File: src/source/bus_pkg.sv
package bus_pkg;

	// ------------------------------------------------------------
	// widths of the node request channel
	// ------------------------------------------------------------
	localparam int unsigned ADDR_W = 32;
	localparam int unsigned DATA_W = 32;
	localparam int unsigned SEL_W  = DATA_W / 8;	// one select per byte lane

	// request from the node bus master
	typedef struct packed {
		logic              cyc;
		logic              stb;
		logic              we;
		logic [SEL_W-1:0]  sel;
		logic [ADDR_W-1:0] adr;
		logic [DATA_W-1:0] dat;	// write data
	} io_req_t;

	// response back toward the master
	// dat is zero whenever ack is low so responses can be ORed together
	typedef struct packed {
		logic              ack;
		logic [DATA_W-1:0] dat;
	} io_resp_t;

endpackage

File: src/source/resp_merge.sv
`timescale 1ns/100ps

module resp_merge
	import bus_pkg::*;
(
	input  logic     node_clk,
	input  logic     rst,
	input  io_resp_t scr_resp_i,
	input  io_resp_t per_resp_i,
	output io_resp_t resp_o
);

	logic              ack_q;
	logic [DATA_W-1:0] dat_q;

	// ------------------------------------------------------------
	// wired-or of the branch responses, one register stage
	// ------------------------------------------------------------
	always_ff @(posedge node_clk) begin
		if (rst)
			ack_q <= 1'b0;
		else
			ack_q <= scr_resp_i.ack | per_resp_i.ack;
	end

	// idle branches drive zero data
	always_ff @(posedge node_clk) begin
		dat_q <= scr_resp_i.dat | per_resp_i.dat;
	end

	assign resp_o = '{ack: ack_q, dat: dat_q};

endmodule

File: config.mk
export PLATFORM = sky130hd
export DESIGN_NAME = resp_merge
export DESIGN_NICKNAME = d
export VERILOG_FILES = /design/src/source/bus_pkg.sv /design/src/source/resp_merge.sv
export SDC_FILE = /design/constraint.sdc
export NUM_CORES = 1
export LEC_CHECK = 0
export BUFFER_PORTS_ARGS = -buffer_cell sky130_fd_sc_hd__buf_4
export CAP_MARGIN = 20
export CORE_MARGIN = 5
export CORE_UTILIZATION = 25
export CTS_CLUSTER_DIAMETER = 40
export CTS_CLUSTER_SIZE = 20
export DETAILED_ROUTE_END_ITERATION = 8
export PLACE_DENSITY = 0.69
export REMOVE_ABC_BUFFERS = 1
export SLEW_MARGIN = 10
export SYNTH_ARGS = -nofsm -noshare
export SYNTH_HDL_FRONTEND = slang
export SYNTH_SLANG_ARGS = --single-unit
File: constraint.sdc
create_clock -name node_clk -period 1.3 [get_ports node_clk]
set_clock_uncertainty 0.1 [all_clocks]
set_input_delay 0.195 -clock node_clk [delete_from_list [all_inputs] [get_ports node_clk]]
set_output_delay 0.195 -clock node_clk [all_outputs]
set_load 0.01 [all_outputs]
==> impl_results.md <==
* Count of cell types in the netlist at 4
* Ys Warns at 0
* Mean Syn Cell Area at 13.1 sq um
* Crit Path Max Fanout at 1
* Largest net degree at the start of global routing at 11
* Area of the multi-input gates at 210 sq um
* Synthesized area at 878 sq um
* Buffers on Ports at 100
* Pre-Repair DR Iteration Count at 3
* Critical path's largest stage delay at 0.32 ns
* Final instance area at 2390 sq um
* Cells along the critical path: buf_4
* Gate Count Post-Synth at 67
* CP max stage cell: dfxtp_1
* Adder-Cell Fraction of Synth Area at 0%
* Cell row count at 21
* Core area at 3360 sq um
* Worst Setup End Kind: output pin
* Final wirelength at 3850 microns
* Initial antenna violation count at 0
* Total Routing Usage GR at 16.2%
* Initial Utilization at 26.1%
* Vias at 1136
* Root buffer cell: clkbuf_4
* CP Depth at 1
* Ports at 101
* Max Buffers Root-to-Sink at 2
* Placed Cells incl. Taps at 212
* Outcome: finished, final reports clean
* Peak VDD IR at 0.000570 V
* Worst EP arrival at 0.77 ns
* Clock Pin Slew Worst Setup and Hold Paths at 0.10 ns
* Buffers & Inverters on Critical Path at 1
* Die ar. at 4800 sq um
* FMAX at 0.935 GHz
* LEAKAGE at 1.12 nW
* Vias in the first global route at 1272
* Post-synthesis compound-gate area fraction at 1.14%
* TritonCTS buffer count at 5
* CP Capture Point: resp_o[1]
* Seq. cell area at 661 sq um
* Worst-Margin Slew at 0.103 ns
* FILL cells at 260
* Fin crit period at 1.07 ns
* Unrepaired setup endpoints after global routing: false
* Crit path kind: reg -> out
* Max-slew violation count at 0
* Largest family of logic cells by synthesized area: simple AND/OR/NAND/NOR gates
* Synth Area in Simple Gates at 22.8%
* Max Cap Viol at 0
* Die height at 69.3 microns
* Iteration-0 DRC Markers at 28
* Layout Cells excl Fill at 286
* Fin. Hold Viols at 0
* DRC errors left at 0
* CP top delay family: flip-flops
* Area Overhead vs Synth at 172%
* Max-slew headroom at 93.1%
* Wire length per cell at 13.5 microns
* Layout Nets at 307
* Fin crit share at 82.3%
* CTS tree: done
* Die width at 69.3 microns
* Power Density at 864 nW/um^2
* Flops & latches, synth at 33
* TritonCTS Sinks at 33
* Finish-stage setup viols at 0
* GR Overflow Total at 0
* CP startpoint kind: flop
* GP Congestion at 0.704
* Htree depth at 2
* Crit path launch: dat_q[1]$_DFF_P_
* Xor/xnor share of the synthesized area at 0%
* Avg Vias per Cell at 3.97
* Worst EP required at 1.00 ns
* Remaining antenna violation count at 0
* Sequential element share of the synthesized area at 75.2%
* HP Class: in -> reg
* Layout cell share with drive strength beyond 1 at 45.0%
* Placed cell area at 1680 sq um
* Fin Setup TNS at 0 ns
* Ant diodes at 0
* First-pass GRT wire length at 5920 microns
* Post-synthesis mux area share at 0%
registers in the layout, indices dropped and copies added (netlist names):
signal / flops
dat_q: 32
ack_q: 1
report_power, final:
group	total [W]	internal [W]	leakage (nW)	switching (W)
Combinational	0.000464	0.000342	0.808	0.000122
Clock	0.000521	0.000206	0.0320	0.000315
Sequential	0.00108	0.00107	0.276	0.0000144
area by class of cell:
cell class | count | share of cell area, %
Clock inverter | 2 | 0.419
Sequential cell | 33 | 27.6
Multi-Input combinational cell | 33 | 8.79
Tap cell | 46 | 2.41
Clock buffer | 6 | 1.73
Timing Repair Buffer | 166 | 59.0
routing by layer:
layer / track usage (%) / vias to the layer above / share of wire, %
met5: 0 / - / 0
met2: 33.7 / 71 / 60
li1: - / 546 / -
met3: 5.22 / 15 / 7.4
met1: 12.0 / 504 / 29
met4: 10.4 / 0 / 4.4
stage by stage:
stage / power [W] / worst slack, ns / hold WS, ns / utilization, %
after detailed placement: 0.00140 / 0.553 / 0.276 / 49.9
final: 0.00206 / 0.230 / 0.0284 / 71.1
after CTS: 0.00208 / 0.206 / 0.00976 / 71.1
after floorplan: 0.00116 / 0.674 / 0.192 / -
after global placement: 0.00139 / 0.563 / 0.273 / 49.9
after global routing: 0.00216 / 0.192 / 0.0134 / 71.1
kinds of logic (layout without fill, tap and decap cells):
| logic type | Yosys count | count (layout) |
|---|---|---|
| simple gates | 32 | 32 |
| compound gates | 1 | 1 |
| flops | 33 | 33 |
| buf+inv | 1 | 174 |
synthesized netlist by cell type:
library cell	count	share of area, %
buf_4	1	0.86
dfxtp_1	33	75
o21ba_2	1	1.1
or2_1	32	23
what timing repair did:
action	CTS	global route
hold endpoints to repair	33	0
gates resized for setup	0	0
buffers inserted	0	0
hold buffers	66	0
cells in the final DEF, fill, tap and decap left out, drive strengths merged:
cell / n
dfxtp: 33
clkbuf: 6
o21ba: 1
buf: 100
or2: 32
dlygate4sd3: 66
clkinv: 2
how the worst min path moves through the flow:
stage               slack [ns]  depth (start not counted)            from                 to
floorplan                 0.19                          1   scr_resp_i[0]   dat_q[0]$_DFF_P_
global placement          0.27                          2   scr_resp_i[8]   dat_q[8]$_DFF_P_
detailed placement        0.28                          2  scr_resp_i[15]  dat_q[15]$_DFF_P_
CTS                       0.01                          2             rst   ack_q$_SDFF_PP0_
global route              0.01                          2             rst   ack_q$_SDFF_PP0_
finish                    0.03                          2             rst   ack_q$_SDFF_PP0_
No activity file was read; power rests on OpenSTA's default activity.
