==> config.mk <==
export PLATFORM = sky130hd
export DESIGN_NAME = periph_branch
export DESIGN_NICKNAME = d
export VERILOG_FILES = /design/src/source/bus_pkg.sv /design/src/source/io_map_pkg.sv /design/src/source/periph_branch.sv
export SDC_FILE = /design/constraint.sdc
export NUM_CORES = 1
export LEC_CHECK = 0
export ABC_AREA = 0
export ABC_CLOCK_PERIOD_IN_PS = 4500
export BUFFER_PORTS_ARGS = -buffer_cell sky130_fd_sc_hd__buf_4
export CAP_MARGIN = 40
export CORE_MARGIN = 2
export CORE_UTILIZATION = 51
export DETAILED_ROUTE_END_ITERATION = 16
export PLACE_DENSITY = 0.79
export SYNTH_ARGS = -nofsm -noshare
export SYNTH_HDL_FRONTEND = slang
export SYNTH_SLANG_ARGS = --single-unit
==> constraint.sdc <==
create_clock -name node_clk -period 4.5 [get_ports node_clk]
set_input_delay 0.9 -clock node_clk [delete_from_list [all_inputs] [get_ports node_clk]]
set_output_delay 0.9 -clock node_clk [all_outputs]
set_load 0.01 [all_outputs]
==> src/source/bus_pkg.sv <==
package bus_pkg;

	// ------------------------------------------------------------
	// widths of the node request channel
	// ------------------------------------------------------------
	localparam int unsigned ADDR_W = 32;
	localparam int unsigned DATA_W = 32;
	localparam int unsigned SEL_W  = DATA_W / 8;	// one select per byte lane

	// request from the node bus master
	typedef struct packed {
		logic              cyc;
		logic              stb;
		logic              we;
		logic [SEL_W-1:0]  sel;
		logic [ADDR_W-1:0] adr;
		logic [DATA_W-1:0] dat;	// write data
	} io_req_t;

	// response back toward the master
	// dat is zero whenever ack is low so responses can be ORed together
	typedef struct packed {
		logic              ack;
		logic [DATA_W-1:0] dat;
	} io_resp_t;

endpackage

==> src/source/io_map_pkg.sv <==
package io_map_pkg;

	// ------------------------------------------------------------
	// scratch memory region
	// ------------------------------------------------------------
	localparam int unsigned SCR_REGION_LSB = 20;	// region compare on adr[31:20]
	localparam logic [11:0] SCR_REGION     = 12'h001;
	localparam int unsigned SCR_WORDS      = 1024;
	localparam int unsigned SCR_IDX_W      = $clog2(SCR_WORDS);	// word index from adr[11:2]

	// ------------------------------------------------------------
	// peripheral regions, 256 bytes each
	// ------------------------------------------------------------
	localparam int unsigned IO_REGION_LSB = 8;	// region compare on adr[31:8]
	localparam int unsigned OFS_W         = 8;
	localparam logic [23:0] LED_REGION    = 24'hFD0FFF;
	localparam logic [23:0] RAND_REGION   = 24'hFD0FFD;

	// generator register offsets
	localparam logic [OFS_W-1:0] RAND_VALUE_OFS = 8'h00;
	localparam logic [OFS_W-1:0] RAND_SEED_OFS  = 8'h04;

	// galois lfsr, shift right
	localparam logic [31:0] LFSR_TAPS       = 32'h80200003;
	localparam logic [31:0] LFSR_RESET_SEED = 32'h00000001;	// also replaces a zero seed

	localparam int unsigned LED_W = 8;

endpackage

==> src/source/periph_branch.sv <==
`timescale 1ns/100ps

module periph_branch
	import bus_pkg::*;
	import io_map_pkg::*;
(
	input  logic             node_clk,
	input  logic             rst,
	input  io_req_t          req_i,
	output io_resp_t         resp_o,
	output logic [LED_W-1:0] led_o
);

	logic              led_hit;
	logic              rand_hit;
	logic              take;
	logic              pending;
	logic              ack_q;
	logic [DATA_W-1:0] rd_q;
	logic [DATA_W-1:0] rd_d;
	logic [OFS_W-1:0]  ofs;
	logic [LED_W-1:0]  led_q;
	logic [31:0]       lfsr;
	logic [31:0]       lfsr_next;

	// ------------------------------------------------------------
	// decode
	// ------------------------------------------------------------
	assign led_hit  = req_i.cyc && req_i.stb &&
		(req_i.adr[ADDR_W-1:IO_REGION_LSB] == LED_REGION);
	assign rand_hit = req_i.cyc && req_i.stb &&
		(req_i.adr[ADDR_W-1:IO_REGION_LSB] == RAND_REGION);
	assign take     = (led_hit || rand_hit) && !pending;
	assign ofs      = req_i.adr[OFS_W-1:0];

	// galois step, taps applied when a one falls out
	assign lfsr_next = lfsr[0] ? ((lfsr >> 1) ^ LFSR_TAPS) : (lfsr >> 1);

	// read mux, seed register reads back as zero
	always_comb begin
		rd_d = '0;
		if (led_hit)
			rd_d = {{(DATA_W-LED_W){1'b0}}, led_q};
		else if (rand_hit && ofs == RAND_VALUE_OFS)
			rd_d = lfsr;
	end

	// ------------------------------------------------------------
	// registers
	// ------------------------------------------------------------
	always_ff @(posedge node_clk) begin
		if (rst) begin
			led_q <= '0;
			lfsr  <= LFSR_RESET_SEED;
		end else if (take) begin
			if (led_hit && req_i.we)
				led_q <= req_i.dat[LED_W-1:0];
			if (rand_hit && req_i.we && ofs == RAND_SEED_OFS)
				lfsr <= (req_i.dat == '0) ? LFSR_RESET_SEED : req_i.dat;
			else if (rand_hit && !req_i.we && ofs == RAND_VALUE_OFS)
				lfsr <= lfsr_next;	// advance after each value read
		end
	end

	// ------------------------------------------------------------
	// bridge response stage
	// ------------------------------------------------------------
	always_ff @(posedge node_clk) begin
		if (rst) begin
			ack_q   <= 1'b0;
			pending <= 1'b0;
		end else begin
			ack_q <= take;
			if (!req_i.stb)
				pending <= 1'b0;
			else if (take)
				pending <= 1'b1;	// hold off until strobe drops
		end
	end

	always_ff @(posedge node_clk) begin
		if (take)
			rd_q <= req_i.we ? '0 : rd_d;
	end

	assign resp_o = '{ack: ack_q, dat: ack_q ? rd_q : '0};
	assign led_o  = led_q;

endmodule

==> results of run 1 <==
## power by group through the flow
stage	registers, mW	logic, mW	clock network, mW
2_1_floorplan	0.709	0.0374	0
3_3_place_gp	0.709	0.0966	0
3_5_place_dp	0.709	0.0982	0
4_1_cts	0.694	0.0987	0.518
5_1_grt	0.693	0.107	0.546
6_report	0.694	0.0988	0.515
## sequential cells by signal, indices dropped and copies added, names as in the netlist
register / flops
led_o: 8
rd_q: 32
ack_q: 1
pending: 1
lfsr: 32
## layout make-up
type	instances	area, um2	share of cell area
Inverter	3	11.3	0.00234
Tap cell	99	124	0.0258
Timing Repair Buffer	115	863	0.180
Sequential cell	74	1800	0.375
Multi-Input combinational cell	250	1810	0.377
Clock buffer	11	141	0.0294
Clock inverter	5	53.8	0.0112
## through the flow
stage	area [um2]	util
after detailed placement	4610	0.643
after global placement	4610	0.643
after floorplan	3730	-
after CTS	4810	0.670
after global routing	4810	0.670
final	4810	0.670
## routing by layer
metal / global-route usage / share of wire
met3: 0.0388 / 0.057
met5: 0 / 0
met4: 0.0909 / 0.016
met1: 0.296 / 0.42
met2: 0.389 / 0.51
## path summary, 6_finish.rpt
| path | startpoint | endpoint | slack, ps | cells after the start |
|---|---|---|---|---|
| max | req_i[47] | rd_q[29] | 1480 | 7 |
| min | lfsr[21] | lfsr[21] | 500 | 1 |
| max reg2reg | pending | lfsr[2] | 2700 | 4 |
| min reg2reg | lfsr[21] | lfsr[21] | 500 | 1 |
## cells in the final DEF, fill, tap and decap left out, types with 3 or more instances in the layout
master / count
sky130_fd_sc_hd__a21o_1: 27
sky130_fd_sc_hd__a21oi_1: 4
sky130_fd_sc_hd__a22o_1: 8
sky130_fd_sc_hd__a2bb2oi_1: 8
sky130_fd_sc_hd__a2bb2oi_2: 18
sky130_fd_sc_hd__and2_1: 57
sky130_fd_sc_hd__buf_4: 115
sky130_fd_sc_hd__clkbuf_8: 10
sky130_fd_sc_hd__dfxtp_1: 42
sky130_fd_sc_hd__edfxtp_1: 32
sky130_fd_sc_hd__inv_1: 3
sky130_fd_sc_hd__mux2i_1: 8
sky130_fd_sc_hd__nand2_1: 31
sky130_fd_sc_hd__nand4_1: 4
sky130_fd_sc_hd__nor2_1: 8
sky130_fd_sc_hd__nor3_1: 3
sky130_fd_sc_hd__nor4_1: 10
sky130_fd_sc_hd__nor4_4: 3
sky130_fd_sc_hd__o21ai_0: 27
sky130_fd_sc_hd__o22ai_1: 3
sky130_fd_sc_hd__or4_1: 3
## cells by family (layout without fill, tap and decap cells)
kind of cell,Yosys count,in the layout
compound gates,106,106
xor+xnor,3,3
mux,8,8
simple gates,133,133
flops,74,74
buf+inv,30,134
## worst reg2reg max path, cell delays in order (launching register included)
cell	delay, ps
sky130_fd_sc_hd__dfxtp_1	420
sky130_fd_sc_hd__nor4_4	640
sky130_fd_sc_hd__buf_4	390
sky130_fd_sc_hd__a21o_1	190
sky130_fd_sc_hd__a2bb2oi_2	60
==> results by stage, run 1 <==
Route:
- The length of the first detailed-routing pass in iterations is 4.
- The number of antenna-violating nets in the routed design is 0.
- The wire length per cell after detailed routing is 15.9 um.
- The via count of the routed design is 3106.
- The via-per-instance ratio is 5.58.
- The remaining routing DRC violations is 0.
- The first-iteration detailed-routing DRC count is 202.
- Summed over all layers, the routed wires come to 8860 um.

Hold path:
- The path class of the tightest hold or removal check is reg -> reg.

Finish:
- Counting the fill cells in the layout gives 567.
- Excluding fillers, the count of instances in the completed layout stands at 557.
- 0 antenna diodes ended up in the layout.
- The share of layout cells above drive strength 1 is 0.341.
- The area growth from synthesis to layout is 29.0%.
- The final net count is 526.

Synth:
- The flip-flop cell with the highest count after synthesis is sky130_fd_sc_hd__dfxtp_1.
- Each instance of the synthesized netlist takes up on average 10.5 um2.
- The largest family of logic cells by synthesized area is compound AO/OA/AOI/OAI gates.
- The number of synthesized flops with an enable pin is 32.
- Counting instances in the post-synthesis netlist gives the leading cell types as sky130_fd_sc_hd__and2_1, sky130_fd_sc_hd__dfxtp_1, sky130_fd_sc_hd__edfxtp_1, sky130_fd_sc_hd__nand2_1.
- The fraction of the mapped netlist area in compound gates is 0.239.
- Of the total synthesized cell area, the portion taken by full adders, half adders and majority gates is 0.
- Yosys printed 0 warnings.
- In the synthesized netlist the async set-or-reset flop fraction comes to 0.
- In the post-synthesis netlist, the biggest area contributors are sky130_fd_sc_hd__edfxtp_1, sky130_fd_sc_hd__dfxtp_1, sky130_fd_sc_hd__and2_1.
- The netlist uses 44 different library cells.
- The post-synthesis instance total is 354.
- The post-synthesis net count is 427.
- In the post-synthesis netlist, the cell with the most instances is sky130_fd_sc_hd__and2_1.
- The post-synthesis xor/xnor area fraction is 0.00705.
- The cell area after technology mapping is 3730 um2.
- The synthesis-stage register bit count is 74.
- The fraction of post-synthesis cell area in the top cell type by area is 0.258.
- The cell accounting for the most synthesized area is sky130_fd_sc_hd__edfxtp_1.
- The portion of synthesized area spent on multiplexers is 0.0215.
- The proportion of synthesized chip area in sequential cells is 0.483.
- Of the total synthesized cell area, the portion taken by AND, OR, NAND and NOR gates is 0.213.

Clock network:
- The cell at the root of the clock tree is sky130_fd_sc_hd__clkbuf_8.
- The clock-pin slew of the registers on the worst-case setup and hold paths is 80 ps.
- The number of buffers on the longest clock path is 2.
- In this run, CTS created clock tree buffers numbering 9.
- The source-to-sink clock delay at the later pin of the worst-skew pair is 340 ps.
- In this run, post-CTS hold repair placed 0 buffers.
- After clock tree synthesis, the setup repair step added 0 buffers.
- CTS built an H-tree with a depth of 3.
- Clock tree synthesis found a total of 74 sinks.
- Gates resized during post-CTS repair numbered 0.
- The TritonCTS clock tree is done.

Global route:
- Across every metal layer, demand over resource in global routing totals 0.231.
- The initial antenna violation count was 0.
- The remaining global-route overflow is 0.
- The via count of the first global-routing pass was 2938.
- Entering global routing, the biggest net connects 44 pins.
- The first global-routing pass estimated 14100 um of wire.

Timing:
- The hold slack is 497 ps.
- In the finished design, the share of the clock period the worst path needs comes to 0.670.
- The number of pins with negative max-slew slack in the final report is 0.
- The worst-case clock skew is 8.00 ps.
- The count of endpoints failing setup in the final report is 0.
- Headroom to the max-slew limit came out at 0.441.
- The worst path meets setup with 1480 ps of slack.
- The achievable clock frequency is 331 MHz.
- For the pin with the worst max-slew slack, the measured transition is 832 ps.
- The final count of hold timing violations is 0.
- Subtracting the final worst setup slack from the clock period gives 3020 ps.
- Summed over all failing endpoints, the final setup total negative slack is 0 ps.
- Setup repair after global routing left no endpoint under its margin.

Power and ir drop:
- The clock network fraction of design power is 0.394.
- In this run the power density over the cells is 272 nW/um2.
- Of the total power, the share spent switching nets is 0.223.
- VDD sags by at most 0.000137 V.
- The fraction of power consumed by sequential logic is 0.530.
- Summed over all cells, the static leakage comes to 1.90 nW.
- The analysis attributes to net switching a power of 292 uW.
- The internal power component is 1.02 mW.
- The share of total power dissipated in combinational logic is 0.076.
- Overall power consumption after layout is estimated at 1.31 mW.

Floorplan:
- The floorplan die width is 89.5 um.
- The die is 89.5 um tall.
- The core box area is 7180 um2.
- The I/O pin count is 114.
- For this configuration, the core starts out at a cell density of 0.519.
- The die covers 8010 um2.
- The row count is 31.

Placed design:
- The number of I/O port buffers is 109.
- Timing analysis after detailed placement gives a worst setup slack of 1110 ps.
- Counting tap cells, the placed design contains a total of 541 instances.
- The wire-length estimate of the detail-placed layout is 6120 um.
- At the end of routability-driven placement, the weighted congestion stood at 0.793.

Setup path:
- The peak per-stage delay on the critical path is 690 ps.
- The signal on the critical path passes through buf_4, nand4_1, nor4_1, nand2_1, nor4_4, buf_4, and2_1.
- The endpoint kind of the worst setup timing path is a register.
- The slowest stage of the critical path belongs to the cell sky130_fd_sc_hd__nor4_4.
- The critical path in this run is classified as in -> reg.
- STA puts the critical path data arrival time at 3220 ps.
- Data on the critical path is required at its endpoint by 4700 ps.
- Of all nets on the critical path, the largest fanout is 20.
- The startpoint type of the worst setup path is an input port.
- The family with the most delay on the worst path is simple AND/OR/NAND/NOR gates.
- Counting stages on the worst path, the most repeated cell is sky130_fd_sc_hd__buf_4.
- The critical path contains buffers and inverters numbering 2 combined.

Outcome:
- The flow ran to the end, and the final reports show no timing, DRC or antenna violations.

Run:
- Across the run, the number of max-cap violations was 0.
Power figures use the tool's default switching activity.
==> inputs of run 2 (changes only) <==
--- a/config.mk
+++ b/config.mk
@@ -6,13 +6,13 @@
 export NUM_CORES = 1
 export LEC_CHECK = 0
 export ABC_AREA = 0
-export ABC_CLOCK_PERIOD_IN_PS = 4500
+export ABC_CLOCK_PERIOD_IN_PS = 2700
 export BUFFER_PORTS_ARGS = -buffer_cell sky130_fd_sc_hd__buf_4
 export CAP_MARGIN = 40
 export CORE_MARGIN = 2
-export CORE_UTILIZATION = 51
+export CORE_UTILIZATION = 46
 export DETAILED_ROUTE_END_ITERATION = 16
-export PLACE_DENSITY = 0.79
+export PLACE_DENSITY = 0.76
 export SYNTH_ARGS = -nofsm -noshare
 export SYNTH_HDL_FRONTEND = slang
 export SYNTH_SLANG_ARGS = --single-unit
==> constraint.sdc (replaced) <==
create_clock -name node_clk -period 2.7 [get_ports node_clk]
set_input_delay 0.54 -clock node_clk [delete_from_list [all_inputs] [get_ports node_clk]]
set_output_delay 0.54 -clock node_clk [all_outputs]
set_load 0.01 [all_outputs]
==> run 2 against run 1 <==
Compared with the run above:
- critical path depth fell by 1
- count of clock-buffer cells in the layout fell by 2
- sequential power rose by 67%
- die area rose by 10%
- highest routed layer unchanged
==> results by stage, run 2 (synthesis gave the netlist of run 1 again) <==
Finish:
- The antenna diode instance count was 0 (unchanged).
- The library cells used most frequently in the layout, excluding fill and tap cells, are sky130_fd_sc_hd__buf_4, sky130_fd_sc_hd__and2_1, sky130_fd_sc_hd__dfxtp_1, sky130_fd_sc_hd__edfxtp_1, sky130_fd_sc_hd__nand2_1.
- The core occupancy in the finished layout is 0.631 (-0.0387).
- The final non-filler cell total is 573 (+2.9%).
- The filler cell count is 671 (+18%).
- The final design instance area without fill came to 4930 um2 (+2.5%).
- The share of layout cells above drive strength 1 is 0.363 (+0.0224).
- Compared with the post-synthesis result, the final layout area differs by 32.2%.
- Leaving out fill and tap cells, the most frequent cell in the layout is sky130_fd_sc_hd__buf_4.
- The final net count is 539 (+2.5%).

Floorplan:
- The die height is 94.0 um (+5.1%).
- The area of the die was 8840 um2 (+10%).
- The starting utilization of the core area is 0.477 (-0.0420).
- The row count is 32 (+3.2%).
- The floorplan die width is 94.0 um (+5.1%).
- The I/O pin count was 114 (unchanged).
- The core box area was 7810 um2 (+8.8%).

Route:
- The first-iteration detailed-routing DRC count is 265 (+31%).
- The via-per-instance ratio was 5.58 (about the same).
- The remaining routing DRC violations is 0 (unchanged).
- The wire length per cell after detailed routing came to 16.0 um (+0.82%).
- The number of antenna-violating nets in the routed design is 0 (unchanged).
- The length of the first detailed-routing pass in iterations came to 5 (+1).
- The detailed-route wire length came to 9190 um (+3.7%).
- The via count of the routed design is 3196 (+2.9%).

Setup path:
- The startpoint of the worst-slack reg-to-reg timing path is pending.
- Following the worst setup path forward leads to its endpoint at lfsr[10].
- The data arrival time of the critical path is 2410 ps (-810 ps).
- STA classifies the critical path startpoint as an input port.
- The start point of the critical path is req_i[37].
- The biggest fanout along the worst timing path was 3 (-85%).
- The worst reg-to-reg path cell count is 3 (-1).
- The worst setup path is captured at a register.
- The required time reported for the critical path endpoint came to 2920 ps (-1780 ps).
- The capturing point of the worst reg2reg path is lfsr[10].
- The worst-case register-to-register setup slack is 1060 ps (-1640 ps).
- The critical path class is in -> reg.

Timing:
- The final setup slack of the worst path is 514 ps (-969 ps).
- Setup repair after global routing left no endpoint under its margin.
- The relative slew slack is 0.672 (+0.231).
- The final period utilization is 0.810.
- The count of endpoints failing setup in the final report came to 0 (unchanged).
- The total negative slack is 0 ps (unchanged).
- The number of pins with negative max-slew slack in the final report is 0 (unchanged).
- The actual slew at the worst max-slew pin is 492 ps (-340 ps).
- The worst-case clock skew was 7.57 ps (-0.428 ps).
- The final count of hold timing violations is 0 (unchanged).
- The achievable clock frequency is 457 MHz.
- Subtracting the final worst setup slack from the clock period gives 2190 ps.

Power and ir drop:
- The static power due to leakage was 1.96 nW (+3.3%).
- The ratio of total power to cell area is 427 nW/um2 (+57%).
- The maximum resistive drop on vdd came to 0.000237 V (+73%).

Placed design:
- The placer's final routability congestion estimate was 0.852 (+7.4%).
- The half-perimeter wire length after placement is 6440 um (+5.2%).
- The number of I/O port buffers is 109 (unchanged).
- The post-placement setup slack is 179 ps (-931 ps).
- The cell area reported after detailed placement is 4750 um2 (+3.0%).
- The placed instance count came to 557 (+3.0%).

Clock network:
- The source-to-sink clock delay at the later pin of the worst-skew pair came to 350 ps (about the same).
- The cell at the root of the clock tree is sky130_fd_sc_hd__clkbuf_8.
- The number of buffers on the longest clock path is 2 (unchanged).
- TritonCTS built the clock tree.
- The total setup buffers inserted after CTS was 0 (unchanged).
- The number of H-tree levels is 3 (unchanged).
- The CTS buffer count came to 9 (unchanged).
- The clock-pin slew of the registers on the worst-case setup and hold paths is 80 ps (about the same).
- The TritonCTS sink count came to 74 (unchanged).
- The number of hold buffers added after cts is 0 (unchanged).
- The post-cts sizing count came to 0 (unchanged).

Hold path:
- The path class of the lowest-slack min-delay path is in -> reg.
- The startpoint of the lowest-slack hold path is req_i[5].

Global route:
- The via count of the first global-routing pass is 3129 (+6.5%).
- The remaining global-route overflow is 0 (unchanged).
- The initial antenna violation count was 0 (unchanged).
- The maximum number of pins on one net before global-route repair is 44 (unchanged).
- The overall global routing resource usage is 0.219 (-0.0121).
- The wire length of the first global-routing pass was 15000 um (+6.9%).

Run:
- The max-cap check violation count was 0 (unchanged).

Outcome:
- The flow ran to the end, and the final reports show no timing, DRC or antenna violations.
## run 2: cell types whose count changed in the layout (fill, tap and decap cells not counted), sizes merged
cell	previous run	this run
bufinv	1	0
clkinvlp	2	3
inv	3	5
buf	115	128
clkbuf	11	9
## run 2: worst min path at each step
stage,end,slack (ps),cells past startpoint
2_1_floorplan,lfsr[9],440,2
3_5_place_dp,lfsr[21],470,1
5_1_grt,lfsr[18],430,3
4_1_cts,led_o[5],430,3
6_report,led_o[5],450,3
3_3_place_gp,lfsr[21],470,1
## run 2: final cells by class
class | count | area, um2 | share of cell area
Sequential cell | 74 | 1800 | 0.366
Clock inverter | 7 | 53.8 | 0.0109
Inverter | 3 | 11.3 | 0.00228
Tap cell | 102 | 128 | 0.0259
Multi-Input combinational cell | 250 | 1810 | 0.368
Clock buffer | 9 | 124 | 0.0251
Timing Repair Buffer | 128 | 998 | 0.203
## run 2: routing by layer
metal  part of all wire  track usage
met4              0.023       0.0857
met1               0.42        0.273
met3              0.062       0.0554
met2               0.49        0.363
met5                  0            0
## run 2: per-stage QoR
| step | power (mW) | hold WS, ps |
|---|---|---|
| 3_3_place_gp | 1.35 | 469 |
| 3_5_place_dp | 1.35 | 470 |
| 4_1_cts | 2.12 | 433 |
| 6_report | 2.10 | 446 |
| 2_1_floorplan | 1.24 | 439 |
| 5_1_grt | 2.18 | 433 |
## run 2: critical path: stages
cell	delay, ps
sky130_fd_sc_hd__buf_4	110
sky130_fd_sc_hd__or4_1	550
sky130_fd_sc_hd__or2_1	260
sky130_fd_sc_hd__or4_4	480
sky130_fd_sc_hd__a2111oi_0	380
sky130_fd_sc_hd__a211oi_1	90
## run 2: power by group
group          internal (mW)  leakage [nW]  switching [mW]
Clock                  0.339        0.0822           0.440
Combinational         0.0898          1.31          0.0787
Sequential              1.16         0.573    0.0000000107
==> inputs of run 3 (changes only) <==
--- a/config.mk
+++ b/config.mk
@@ -6,13 +6,13 @@
 export NUM_CORES = 1
 export LEC_CHECK = 0
 export ABC_AREA = 0
-export ABC_CLOCK_PERIOD_IN_PS = 2700
+export ABC_CLOCK_PERIOD_IN_PS = 2200
 export BUFFER_PORTS_ARGS = -buffer_cell sky130_fd_sc_hd__buf_4
 export CAP_MARGIN = 40
 export CORE_MARGIN = 2
-export CORE_UTILIZATION = 46
+export CORE_UTILIZATION = 51
 export DETAILED_ROUTE_END_ITERATION = 16
-export PLACE_DENSITY = 0.76
+export PLACE_DENSITY = 0.79
 export SYNTH_ARGS = -nofsm -noshare
 export SYNTH_HDL_FRONTEND = slang
 export SYNTH_SLANG_ARGS = --single-unit
==> constraint.sdc (replaced) <==
create_clock -name node_clk -period 2.2 [get_ports node_clk]
set_input_delay 0.44 -clock node_clk [delete_from_list [all_inputs] [get_ports node_clk]]
set_output_delay 0.44 -clock node_clk [all_outputs]
set_load 0.01 [all_outputs]
==> run 3 against run 2 <==
Compared with the run above:
- critical path depth stayed put
- flip-flop and latch count stayed put
- core utilization grew 6.3 points
- register-to-register slack got worse by 520 ps
- die area shrank 9.4%
- design area up 1.1%
- power increased by 19%
- first-iteration DRC count fell by 31%
- largest power group unchanged
- sequential share of layout area shrank 0.39 points
- critical path type unchanged
- largest cell class unchanged
- combinational power grew 25%
==> results by stage, run 3 (synthesis gave the netlist of run 1 again) <==
Setup path:
- The peak per-stage delay on the critical path is 540 ps (about the same).
- The data arrival time of the critical path is 2270 ps (-140 ps).
- The family with the most delay on the worst path is simple AND/OR/NAND/NOR gates.
- The startpoint type of the worst setup path is an input port.
- The worst setup path is of the in -> reg kind.
- Traced cell by cell, the critical path runs through buf_4, or4_1, or2_1, or4_4, a2111oi_0, a211oi_1.
- The biggest fanout along the worst timing path is 3 (unchanged).
- The number of buffer and inverter stages on the critical path came to 1 (unchanged).
- The required time reported for the critical path endpoint is 2400 ps (-520 ps).
- Among all stages on the critical path, the largest delay is contributed by sky130_fd_sc_hd__or4_1.
- The endpoint kind of the worst setup timing path is a register.

Clock network:
- The total setup buffers inserted after CTS came to 0 (unchanged).
- The TritonCTS clock tree is done.
- The number of H-tree levels is 3 (unchanged).
- The clock-pin slew of the registers on the worst-case setup and hold paths was 80 ps (about the same).
- The tree is rooted in a sky130_fd_sc_hd__clkbuf_8.
- The TritonCTS sink count is 74 (unchanged).
- The CTS buffer count was 9 (unchanged).
- The number of buffers on the longest clock path is 2 (unchanged).
- The number of hold buffers added after cts came to 0 (unchanged).
- The post-cts sizing count is 0 (unchanged).
- The source-to-sink clock delay at the later pin of the worst-skew pair is 340 ps (about the same).

Finish:
- The antenna diode instance count is 0 (unchanged).
- The filler cell count is 558 (-17%).
- The final design instance area without fill is 4980 um2 (+1.1%).
- The footprint of the multi-input gates came to 1820 um2 (+0.28%).
- Leaving out fill and tap cells, the most frequent cell in the layout is sky130_fd_sc_hd__buf_4.
- The storage element area is 1800 um2 (unchanged).
- In the layout the commonest cells are sky130_fd_sc_hd__buf_4, sky130_fd_sc_hd__and2_1, sky130_fd_sc_hd__dfxtp_1, sky130_fd_sc_hd__edfxtp_1, sky130_fd_sc_hd__nand2_1.
- The share of layout cells above drive strength 1 is 0.363 (-0.000374).
- The final net count is 546 (+1.3%).
- The core occupancy in the finished layout is 0.694 (+0.0631).
- The area growth from synthesis to layout is 33.7%.

Placed design:
- The half-perimeter wire length after placement is 6530 um (+1.5%).
- The placer's final routability congestion estimate is 0.889 (+4.3%).
- The number of I/O port buffers was 109 (unchanged).
- The post-placement setup slack is -199 ps (-377 ps).
- The cell area reported after detailed placement is 4830 um2 (+1.7%).

Timing:
- The hold slack is 351 ps (-94.9 ps).
- The final setup slack of the worst path is 130 ps (-384 ps).
- The actual slew at the worst max-slew pin was 474 ps (-17.9 ps).
- The shortest clock period the worst path allows after layout is 2070 ps.
- Dividing the final minimum period by the clock period gives 0.941.
- The number of pins with negative max-slew slack in the final report is 0 (unchanged).
- The final count of hold timing violations is 0 (unchanged).
- The worst-case clock skew was 9.22 ps (+1.65 ps).
- The achievable clock frequency is 483 MHz.
- The relative slew slack is 0.684 (+0.0120).
- Setup repair after global routing left no endpoint under its margin.
- The count of endpoints failing setup in the final report is 0 (unchanged).

Global route:
- The wire length of the first global-routing pass is 14500 um (-3.3%).
- The initial antenna violation count is 0 (unchanged).
- The overall global routing resource usage was 0.243 (+0.0247).
- The remaining global-route overflow was 0 (unchanged).
- The maximum number of pins on one net before global-route repair was 43 (-2.3%).
- The via count of the first global-routing pass came to 3074 (-1.8%).

Route:
- The via-per-instance ratio was 5.54 (-0.74%).
- The remaining routing DRC violations was 0 (unchanged).
- The wire length per cell after detailed routing is 16.0 um (-0.45%).
- The via count of the routed design is 3189 (-0.22%).
- The number of antenna-violating nets in the routed design is 0 (unchanged).
- The detailed-route wire length was 9190 um (about the same).
- The first-iteration detailed-routing DRC count is 182 (-31%).
- The length of the first detailed-routing pass in iterations was 5 (unchanged).

Floorplan:
- The starting utilization of the core area is 0.519 (+0.0420).
- The floorplan die width is 89.5 um (-4.8%).
- The area of the die is 8010 um2 (-9.4%).
- The I/O pin count came to 114 (unchanged).
- The die height is 89.5 um (-4.8%).
- The core box area is 7180 um2 (-8.1%).
- The row count is 31 (-3.1%).

Hold path:
- In this run the worst hold path is classified as in -> reg.

Power and ir drop:
- The maximum resistive drop on vdd is 0.000317 V (+34%).
- The static power due to leakage is 2.00 nW (+1.7%).
- The total power was 2.50 mW (+19%).
- The ratio of total power to cell area is 502 nW/um2 (+18%).

Run:
- The max-cap check violation count is 0 (unchanged).

Outcome:
- The flow ran to the end, and the final reports show no timing, DRC or antenna violations.
==> run 3: cell types whose count changed in the layout (fill, tap and decap cells not counted) <==
cell,delta
sky130_fd_sc_hd__buf_4,+5
sky130_fd_sc_hd__nor2_4,+1
sky130_fd_sc_hd__nor2_2,-1
sky130_fd_sc_hd__inv_6,-2
sky130_fd_sc_hd__clkinv_1,+1
sky130_fd_sc_hd__clkinvlp_4,-3
sky130_fd_sc_hd__buf_12,+2
sky130_fd_sc_hd__clkbuf_1,+3
==> run 3: final timing paths <==
check / start / end / slack [ps] / depth (start not counted)
setup reg to reg: pending / lfsr[9] / 540 / 3
hold / removal: req_i[27] / lfsr[27] / 350 / 3
hold reg to reg: lfsr[21] / lfsr[21] / 480 / 1
setup / recovery: req_i[37] / lfsr[9] / 130 / 6
==> run 3: layout make-up <==
type	instances	area share
Multi-Input combinational cell	250	0.365
Tap cell	99	0.0249
Clock buffer	12	0.0271
Timing Repair Buffer	135	0.216
Sequential cell	74	0.362
Clock inverter	3	0.00352
Inverter	3	0.00226
==> run 3: where the power goes <==
part	internal [mW]	total (mW)	switching, mW
Sequential	1.42	1.42	0.0000000114
Combinational	0.113	0.210	0.0967
Clock	0.401	0.872	0.471
Total	1.93	2.50	0.568
==> run 3: metal layers <==
layer / part of all wire / track usage / wire length, um / up-vias
met5: 0 / 0 / 0 / -
met4: 0.017 / 0.100 / 160 / 0
met3: 0.053 / 0.0480 / 485 / 14
met2: 0.51 / 0.405 / 4670 / 118
met1: 0.42 / 0.309 / 3880 / 1520
li1: - / - / - / 1537
==> run 3: metrics by stage <==
step           setup TNS (ps)  std cells
2_1_floorplan           -1420        354
3_3_place_gp            -4910        561
3_5_place_dp            -6750        561
4_1_cts                     0        576
5_1_grt                     0        576
6_report                    0        576
==> run 3: worst min-delay path: cells and delay by family <==
kind,cells,cell delay (ps)
buf+inv,1,110
compound gates,1,40
simple gates,1,60
